==> src/spiPkg.sv <==
/*
 * Shared constants and types for the SPI byte master.
 * SPI mode, frame width and SCLK divider are fixed here per product.
 * Design and testbench files refer to these by scoped name.
 */
package spiPkg;

    // Frame and mode
    localparam int SPI_WIDTH     = 8;        // Bits per frame
    localparam int SPI_CNT_BITS  = 3;        // Bit counter width
    localparam logic SPI_CPOL    = 1'b0;     // SCLK idle level
    localparam logic SPI_CPHA    = 1'b0;     // 0 -> sample on leading edge

    // SCLK divider, clk cycles per half period
    localparam int SCLK_HALF_DIV = 4;
    localparam int SCLK_DIV_BITS = (SCLK_HALF_DIV > 1) ? $clog2(SCLK_HALF_DIV) : 1;
    localparam logic [SCLK_DIV_BITS-1:0] DIV_LOAD = SCLK_DIV_BITS'(SCLK_HALF_DIV - 1);

    // Controller counter compare points
    localparam logic [SPI_CNT_BITS-1:0] BIT_LAST   = SPI_CNT_BITS'(SPI_WIDTH - 1);
    localparam logic [SPI_CNT_BITS-1:0] STOP_PULSE = SPI_CNT_BITS'(SCLK_HALF_DIV - 1);
    localparam logic [SPI_CNT_BITS-1:0] STOP_END   = SPI_CNT_BITS'(SCLK_HALF_DIV);

    typedef logic [SPI_WIDTH-1:0] spiByte_t;

    // Edge strobes from the clock generator
    typedef struct packed {
        logic lead;     // First edge of a bit, one cycle
        logic trail;    // Second edge of a bit, one cycle
        logic level;    // Current SCLK value
    } sclkEdge_t;

    // Outward pin group
    typedef struct packed {
        logic sclk;
        logic mosi;
        logic csn;      // Active low chip select
    } spiPins_t;

    // Frame states
    typedef enum logic [1:0] {
        IDLE = 2'd0,
        XFER = 2'd1,
        STOP = 2'd2
    } spiState_e;

endpackage

==> src/spiClockGen.sv <==
/*
 * Serial clock generator working inside the clk domain.
 * Divides clk into SCLK half periods while i_run is high and emits
 * one-cycle lead and trail strobes along with the SCLK level.
 */
module spiClockGen (
    input  logic               clk,
    input  logic               reset,
    input  logic               i_run,
    output spiPkg::sclkEdge_t  o_edge
);

    logic [spiPkg::SCLK_DIV_BITS-1:0] divCnt;   // Cycles left in half period
    logic phase;                                // 0 -> next edge is lead
    logic leadQ;
    logic trailQ;

    always_ff @(posedge clk or posedge reset) begin
        if (reset) begin
            divCnt <= spiPkg::DIV_LOAD;
            phase  <= 1'b0;
            leadQ  <= 1'b0;
            trailQ <= 1'b0;
        end else if (!i_run) begin
            // Parked, restart divider on next run
            divCnt <= spiPkg::DIV_LOAD;
            phase  <= 1'b0;
            leadQ  <= 1'b0;
            trailQ <= 1'b0;
        end else if (divCnt == '0) begin
            // Half period done, emit one edge
            divCnt <= spiPkg::DIV_LOAD;
            phase  <= ~phase;
            leadQ  <= ~phase;
            trailQ <= phase;
        end else begin
            divCnt <= divCnt - 1'b1;
            leadQ  <= 1'b0;
            trailQ <= 1'b0;
        end
    end

    // Level follows phase, idle value from CPOL
    assign o_edge = '{
        lead:  leadQ,
        trail: trailQ,
        level: phase ^ spiPkg::SPI_CPOL
    };

endmodule

==> src/spiShifter.sv <==
/*
 * Combined transmit and receive shift register for one SPI frame.
 * Loads a byte on i_load, drives MOSI MSB first and shifts MISO in
 * at the bottom, so the register ends the frame holding the reply.
 */
module spiShifter (
    input  logic               clk,
    input  logic               reset,
    input  logic               i_load,
    input  spiPkg::spiByte_t   i_txByte,
    input  spiPkg::sclkEdge_t  i_edge,
    input  logic               i_miso,
    output logic               o_mosi,
    output spiPkg::spiByte_t   o_rxByte
);

    spiPkg::spiByte_t shiftReg;    // Tx bits out the top, Rx bits in the bottom
    logic sampleNow;
    logic shiftNow;

    // Mode 0 samples on lead and changes data on trail
    // CPHA 1 swaps the two edges
    assign sampleNow = (spiPkg::SPI_CPHA == 1'b0) ? i_edge.lead  : i_edge.trail;
    assign shiftNow  = (spiPkg::SPI_CPHA == 1'b0) ? i_edge.trail : i_edge.lead;

    // Data path register
    always_ff @(posedge clk) begin
        if (i_load) begin
            shiftReg <= i_txByte;
        end else if (sampleNow) begin
            shiftReg <= {shiftReg[spiPkg::SPI_WIDTH-2:0], i_miso};  // MISO in at LSB
        end
    end

    // MOSI pin register
    always_ff @(posedge clk or posedge reset) begin
        if (reset) begin
            o_mosi <= 1'b0;
        end else if (i_load) begin
            o_mosi <= i_txByte[spiPkg::SPI_WIDTH-1];    // MSB out right away
        end else if (shiftNow) begin
            // Top bit is the next one once the sample has shifted
            o_mosi <= shiftReg[spiPkg::SPI_WIDTH-1];
        end
    end

    assign o_rxByte = shiftReg;    // Full reply after the last sample

endmodule

==> src/spiController.sv <==
/*
 * Frame FSM of the SPI master: IDLE, XFER and STOP.
 * Accepts host bytes, runs the serial clock, counts trail edges and
 * returns the received byte with a one-cycle o_rxValid pulse.
 * A byte offered during STOP keeps chip select low for the next frame.
 */
module spiController (
    input  logic               clk,
    input  logic               reset,
    input  logic               i_txValid,
    input  spiPkg::sclkEdge_t  i_edge,
    input  spiPkg::spiByte_t   i_rxWord,
    output logic               o_load,
    output logic               o_run,
    output logic               o_csn,
    output logic               o_txReady,
    output logic               o_rxValid,
    output spiPkg::spiByte_t   o_rxByte
);

    spiPkg::spiState_e state;
    logic [spiPkg::SPI_CNT_BITS-1:0] bitCnt;   // Trails in XFER, cycles in STOP
    logic pending;                             // Next byte already taken in STOP
    logic accept;
    logic lastTrail;

    // Ready in IDLE and in STOP until a next byte is taken
    assign o_txReady = (state == spiPkg::IDLE) || ((state == spiPkg::STOP) && !pending);
    assign accept    = i_txValid && o_txReady;
    assign o_load    = accept;     // Shifter takes i_txByte on the same edge

    assign lastTrail = (state == spiPkg::XFER) && i_edge.trail
                       && (bitCnt == spiPkg::BIT_LAST);

    always_ff @(posedge clk or posedge reset) begin
        if (reset) begin
            state     <= spiPkg::IDLE;
            bitCnt    <= '0;
            pending   <= 1'b0;
            o_run     <= 1'b0;
            o_csn     <= 1'b1;
            o_rxValid <= 1'b0;
        end else begin
            o_rxValid <= 1'b0;     // Pulse by default low
            unique case (state)
                spiPkg::IDLE: begin
                    if (accept) begin
                        state  <= spiPkg::XFER;
                        bitCnt <= '0;
                        o_run  <= 1'b1;
                        o_csn  <= 1'b0;    // Select on the accepting edge
                    end
                end
                spiPkg::XFER: begin
                    if (lastTrail) begin
                        // Final bit done, park SCLK
                        state  <= spiPkg::STOP;
                        bitCnt <= '0;
                        o_run  <= 1'b0;
                    end else if (i_edge.trail) begin
                        bitCnt <= bitCnt + 1'b1;
                    end
                end
                spiPkg::STOP: begin
                    if (bitCnt == spiPkg::STOP_PULSE) begin
                        o_rxValid <= 1'b1;     // One half period after last trail
                    end
                    if (bitCnt == spiPkg::STOP_END) begin
                        bitCnt  <= '0;
                        pending <= 1'b0;
                        if (pending || accept) begin
                            state <= spiPkg::XFER;     // Back to back, csn stays low
                            o_run <= 1'b1;
                        end else begin
                            state <= spiPkg::IDLE;
                            o_csn <= 1'b1;
                        end
                    end else begin
                        bitCnt <= bitCnt + 1'b1;
                        if (accept) begin
                            pending <= 1'b1;   // Byte already in shifter
                        end
                    end
                end
                default: begin
                    state <= spiPkg::IDLE;
                end
            endcase
        end
    end

    // Received byte, held until the next frame ends
    always_ff @(posedge clk) begin
        if (lastTrail) begin
            o_rxByte <= i_rxWord;
        end
    end

endmodule

==> src/spiTop.sv <==
/*
 * Top level of the SPI byte master.
 * Connects clock generator, frame controller and shift register
 * between the host strobes and the SPI pin group.
 */
module spiTop (
    input  logic              clk,
    input  logic              reset,
    input  spiPkg::spiByte_t  i_txByte,
    input  logic              i_txValid,
    output logic              o_txReady,
    output spiPkg::spiByte_t  o_rxByte,
    output logic              o_rxValid,
    input  logic              i_miso,
    output spiPkg::spiPins_t  o_spi
);

    spiPkg::sclkEdge_t sclkEdge;     // Strobes and SCLK level
    spiPkg::spiByte_t  shiftWord;    // Shifter contents toward controller
    logic load;
    logic run;
    logic csn;
    logic mosi;

    spiClockGen clkGen0 (
        .clk    (clk),
        .reset  (reset),
        .i_run  (run),
        .o_edge (sclkEdge)
    );

    spiController ctrl0 (
        .clk       (clk),
        .reset     (reset),
        .i_txValid (i_txValid),
        .i_edge    (sclkEdge),
        .i_rxWord  (shiftWord),
        .o_load    (load),
        .o_run     (run),
        .o_csn     (csn),
        .o_txReady (o_txReady),
        .o_rxValid (o_rxValid),
        .o_rxByte  (o_rxByte)
    );

    spiShifter shift0 (
        .clk      (clk),
        .reset    (reset),
        .i_load   (load),
        .i_txByte (i_txByte),
        .i_edge   (sclkEdge),
        .i_miso   (i_miso),
        .o_mosi   (mosi),
        .o_rxByte (shiftWord)
    );

    // Pin group out
    assign o_spi = '{sclk: sclkEdge.level, mosi: mosi, csn: csn};

endmodule

==> config.mk <==
export PLATFORM = sky130hd
export DESIGN_NAME = spiTop
export DESIGN_NICKNAME = d
export VERILOG_FILES = /design/src/spiPkg.sv /design/src/spiClockGen.sv /design/src/spiShifter.sv /design/src/spiController.sv /design/src/spiTop.sv
export SDC_FILE = /design/constraint.sdc
export NUM_CORES = 1
export LEC_CHECK = 0
export BUFFER_PORTS_ARGS = -buffer_cell sky130_fd_sc_hd__buf_2
export CELL_PAD_IN_SITES_DETAIL_PLACEMENT = 2
export CELL_PAD_IN_SITES_GLOBAL_PLACEMENT = 2
export CORE_ASPECT_RATIO = 0.6
export CORE_MARGIN = 1
export CORE_UTILIZATION = 37
export CTS_BUF_LIST = sky130_fd_sc_hd__clkbuf_8 sky130_fd_sc_hd__clkbuf_16
export DETAILED_ROUTE_END_ITERATION = 10
export GPL_TIMING_DRIVEN = 0
export HOLD_SLACK_MARGIN = 0.15
export MAX_ROUTING_LAYER = met4
export PLACE_DENSITY_LB_ADDON = 0.25
export SLEW_MARGIN = 25
export SYNTH_ARGS = -nofsm -noshare
export SYNTH_HDL_FRONTEND = slang
export SYNTH_SLANG_ARGS = --single-unit
==> constraint.sdc <==
create_clock -name clk -period 1.98 [get_ports clk]
set_input_delay 0.297 -clock clk [delete_from_list [all_inputs] [get_ports clk]]
set_output_delay 0.297 -clock clk [all_outputs]
set_load 0.02 [all_outputs]
======== Word-level counts from Yosys, hierarchy flattened ========
Cells that the tools add are included.
word-level totals
  bits of input ports ..................... 12
  output and inout port bits .............. 13
  register bits after elaboration ......... 31
operators by class
  bitwise operators ....................... 1
  reduce and logical (&&, ||, !) cells .... 19
  equal/unequal tests ..................... 12
  mux-type cells .......................... 34
  $add $sub $neg .......................... 2
operators by type and width
  kind                                                    number
  two-way mux 1 bit                                       19
  two-way mux 8 bit                                       2
  two-way mux 3 bit                                       4
  two-way mux 2 bit                                       5
  one-hot mux 3 bit (3 select lines)                      1
  inequality test 2 bit (second input constant)           4
  nonzero test 2 bit                                      4
  equality test 3 bit (second input constant)             2
  one-hot mux 2 bit (3 select lines)                      1
  AND reduction 3 bit                                     2
  AND reduction 5 bit                                     1
  logical AND 1 bit                                       4
  logical NOT 2 bit                                       2
  inequality test 2 x 1 -> 1 bit (second input constant)  2
  AND reduction 4 bit                                     1
  adder 3 x 1 -> 3 bit (second input constant)            1
  equality test 3 x 2 -> 1 bit (second input constant)    1
  inequality test 3 x 2 -> 1 bit (second input constant)  1
  one-hot mux 1 bit (3 select lines)                      1
  nonzero test 3 bit                                      1
  equality test 2 x 1 -> 1 bit (second input constant)    1
  equality test 2 bit (second input constant)             1
  logical OR 1 bit                                        2
  one-hot mux 1 bit (2 select lines)                      1
  other kinds (4)                                         4

======== Logic depth before layout (Yosys ltp) ========
  depth in word-level cells ............... 8
  depth in mapped cells ................... 6
  depth with buffers taken out ............ 5

======== Cells and area by module ========
From an unflattened synthesis, not the netlist that was laid out.
second synthesis, totals
  cells, all modules ...................... 112
  area total of the unflattened synthesis .. 1,475.2 um^2
by module, submodules not included
  module         area each (um^2)  times used  sequential area each (um^2)  cells each
  spiController  829.5             1           466.7                        67
  spiShifter     415.4             1           265.3                        24
  spiClockGen    215.2             1           127.6                        19
  spiTop         15.0              1           0.0                          2

======== Least setup slack after synthesis ========
Ideal clock, no wire load.
  kind .................................... register -> register
  start ................................... reg ctrl0.state[0]
  end ..................................... reg shift0.shiftReg[0], in the netlist shift0.o_rxByte[0], data pin
  path slack .............................. 0.194 ns
  library setup time ...................... 0.260 ns
  data required time ...................... 1.720 ns
  data arrival time ....................... 1.526 ns
  cell stages (with the launch flop) ...... 6
  cells stage by stage .................... dfrtp_1 inv_1 ha_1 nor2b_1 o21ai_2 mux2_2
between the ends
  word-level cells in the longest chain between the ends .. 5
  elaborated cells on any way between the ends .. 6
  classes of those cells .................. eq/ne: 1; mux: 1; reduce/logical: 4
ends and longest elaborated chain
  what                      line                 RTL
  start: declaration        spiController.sv:21  spiPkg::spiState_e state;
  start signal: assignment  spiController.sv:37  state <= spiPkg::IDLE;
  start signal: assignment  spiController.sv:48  state <= spiPkg::XFER;
  start signal: assignment  spiController.sv:57  state <= spiPkg::STOP;
  equality test 2 bit       spiController.sv:28  assign o_txReady = (state == spiPkg::IDLE) || ((state == spiPkg::STOP) && !pending);
  logical AND 1 bit         spiController.sv:28
  logical OR 1 bit *        spiController.sv:28
  logical AND 1 bit *       spiController.sv:29  assign accept = i_txValid && o_txReady;
  two-way mux 8 bit *       spiShifter.sv:28     if (i_load) begin
  end signal: assignment    spiShifter.sv:29     shiftReg <= i_txByte;
  end signal: assignment    spiShifter.sv:31     shiftReg <= {shiftReg[spiPkg::SPI_WIDTH-2:0], i_miso};
  end: declaration          spiShifter.sv:17     spiPkg::spiByte_t shiftReg;
Every way passes the cells marked *; elsewhere a longest branch is shown, timed or not.
A chain may end at the register's enable or synchronous reset.

======== Worst setup path after layout ========
  start ................................... reg ctrl0.bitCnt[0] in the netlist's numbering
  end ..................................... reg ctrl0.bitCnt[2] in the netlist's numbering
between the ends
  word-level cells in the longest chain between the ends .. 4
  elaborated cells on any way between the ends .. 10
  classes of those cells .................. add/sub: 1; eq/ne: 3; mux: 4; reduce/logical: 2
ends and longest elaborated chain
  what                                                                       line                                                           RTL
  start: declaration                                                         spiController.sv:22                                            logic [spiPkg::SPI_CNT_BITS-1:0] bitCnt;
  start signal: assignment                                                   spiController.sv:61                                            bitCnt <= bitCnt + 1'b1;
  start signal: assignment                                                   spiController.sv:79                                            bitCnt <= bitCnt + 1'b1;
  adder 3 x 1 -> 3 bit or equality test 3 bit (tied branches)                spiController.sv:61, spiController.sv:79, spiController.sv:33
  two-way mux 3 bit or logical AND 1 bit (tied branches)                     spiController.sv:60, spiController.sv:33
  two-way mux 3 bit or inequality test 3 x 2 -> 1 bit (tied branches)        n/a
  one-hot mux 3 bit (3 select lines) or AND reduction 3 bit (tied branches)  n/a
Several ways; a longest one is shown, not always the timed one. The select of a mux whose other input is x is not followed.

==> out/qor.yml <==
first_iter_violations: 35
crit_top_cell: "ha_1"
diodes: 0
cp_cell_sequence: "ha_1, ha_1, a21boi_1, o21ai_0, o31ai_2"
hold_path.class: "in -> reg"
layout_min_cycle_time_ps: 1910
routedWlPerCell_microns: 18.1
period_share: 0.963
multiInputGateArea_sq_um: 568
cp_top_family: "compound AO/OA/AOI/OAI gates"
cts-root-buf: "clkbuf_8"
gp_congestion: 0.812
routed-wl-met3_microns: 129
finalHoldViolations: 0
cap_viol_max_count: 0
rsz0062_at_grt: "false"
syn_area_sq_um: 1480
top_layer_used: "met4"
p_sw_uw: 640
cp-end-kind: "flop"
finalSetupTns_ps: 0
fmax_mhz: 525
grt_max_degree: 16
pwr-share-clk: 0.229
synthCells: 107
clkLatencyLatePin_ps: 280
rows: 17
viasPerCell: 5.17
final_cell_mix: "buf_2, edfxtp_1, dfrtp_1, inv_1, mux2_2"
setup_viol: 0
dieWidth_microns: 83.7
wl_met1_mm: 1.55
synth_warnings: 0
dp_cells: 177
ir_worst_vdd_v: 0.000449
syn_nets: 128
synth_ff_type: "edfxtp_1"
drive_gt1_frac: 0.433
slowest_delay_ps: 420
seq_power_share: 0.446
max_slew_margin: 0.583
die_y_microns: 51.0
regArea_sq_um: 860
p_int_mw: 1.36
cts_tree: "done"
finalMaxSlewViolations: 0
pwr-share-comb: 0.326
core_area_sq_um: 3740
fin_skew_ps: 6.77
worstPathBufferInverterCount: 0
grt_pass1_wl_mm: 5.20
ys_async_sr_fraction: 0.484
critPathRequiredTime_ps: 2170
initial_core_util: 0.395
yosysUniqueCellTypes: 40
fill_cells: 380
area_growth_pct: 21.2
synth_seq_cells: 31
worstPathMaxFanout: 4
p_per_area_nw_per_um2: 1120
status: "completed"
cts_buffer_depth: 2
nNetsFinal: 161
clock-sinks: 31
swShare: 0.320
cts.clk_slew.worst_paths_ps: 60
critPathSlowestCell: "dfrtp_1"
wl_mm: 3.40
grt_pass1_vias: 1049
drc: 0
tightest_slew_ps: 625
htreeDepth: 2
portBuffers: 23
setup.worst_path.start_class: "flop"
dieArea_sq_um: 4270
syn_avg_cell_area_sq_um: 13.8
ys_seq_area_frac: 0.581
dp_hpwl_mm: 2.56
cp.arrival_ps: 2100
antenna_found_initial: 0
synth_edf_count: 16
gr-usage-all-layers: 0.179
io_pins: 25
vias: 972
total_power_mw: 2.00
worst-setup-path-type: "reg -> reg"
overflow: 0
dr.pass1.iters: 4
finalNonFillerCells: 188
layout_commonest_cell: "buf_2"
leakage_nw: 0.801
cts_buffers: 5
route.met2.wl_mm: 1.67
ant_nets: 0
==> through the flow <==
stage,setup WS [ps],hold WS (ps),util,area (sq um)
finish,74.2,259,0.479,1790
floorplan,194,196,-,1480
global route,4.35,259,0.479,1790
global placement,-128,403,0.442,1650
CTS,53.9,253,0.475,1780
detailed placement,-243,405,0.442,1650
==> cells in the mapped netlist, types with 3 or more instances <==
cell type,n,area (sq um)
inv_1,8,30.0
buf_4,3,22.5
nand2_1,4,15.0
dfrtp_1,12,300
edfxtp_1,16,480
mux2_2,10,113
ha_1,9,113
o31ai_1,3,22.5
dfstp_2,3,78.8
==> worst register-to-register path, stage by stage (launching register included) <==
cell      delay [ps]
dfrtp_1          420
ha_1             240
ha_1             260
a21boi_1         370
o21ai_0          260
o31ai_2          260
==> cell families (layout without fill, tap and decap cells) <==
group | after synthesis | after routing | synth area share
DFF | 31 | 31 | 0.581
and+or+nand+nor | 23 | 23 | 0.0955
AOI/OAI and AO/OA | 19 | 19 | 0.108
buffers and inverters | 13 | 47 | 0.0507
muxes | 11 | 11 | 0.0828
adders and majority gates | 9 | 9 | 0.0761
xor gates and xnor gates | 1 | 1 | 0.00592
==> worst paths after layout <==
kind,from,endpoint,slack (ps),depth (start not counted)
hold reg to reg,shift0.o_rxByte[5],ctrl0.o_rxByte[5],450,0
setup reg to reg,ctrl0.bitCnt[0],ctrl0.bitCnt[2],70,5
max in group asynchronous,reset,ctrl0.o_run,940,3
setup / recovery,ctrl0.bitCnt[0],ctrl0.bitCnt[2],70,5
hold / removal,i_txByte[7],shift0.o_mosi,260,2
min in group asynchronous,reset,clkGen0.leadQ,630,3
==> routing by layer <==
layer	global-route usage	vias up
met5	-	-
met4	0.0876	0
met3	0.0549	7
met1	0.200	494
met2	0.298	22
li1	-	449
==> repair_timing <==
action	CTS	global route
buffers inserted	1	1
hold endpoints to repair	12	0
setup endpoints to repair	19	2
resized for setup	5	1
hold buffers	1	0
==> sequential cells by signal, summed over array words and instances (netlist names) <==
name,cells
shift0.o_rxByte,8
clkGen0.trailQ,1
ctrl0.o_run,1
ctrl0.pending,1
ctrl0.o_rxValid,1
clkGen0.divCnt,2
ctrl0.bitCnt,3
clkGen0.phase,1
ctrl0.o_csn,1
ctrl0.o_rxByte,8
ctrl0.state,2
clkGen0.leadQ,1
shift0.o_mosi,1
==> power groups by stage <==
stage	clock (mW)	combinational [mW]	sequential (mW)
after global routing	0.495	0.703	0.904
after floorplan	0	0.443	0.875
after detailed placement	0	0.579	0.910
after global placement	0	0.541	0.894
final	0.458	0.652	0.892
after CTS	0.473	0.626	0.901
==> final cells by class <==
type | instances | share of cell area
repair buffers | 26 | 0.0851
multi-input cells | 63 | 0.317
flip-flops and latches | 31 | 0.479
clock buffers | 5 | 0.0384
plain buffers | 5 | 0.0251
clock inverters | 3 | 0.00628
well taps | 47 | 0.0328
inverters | 8 | 0.0167
No activity file was read; power rests on OpenSTA's default activity.
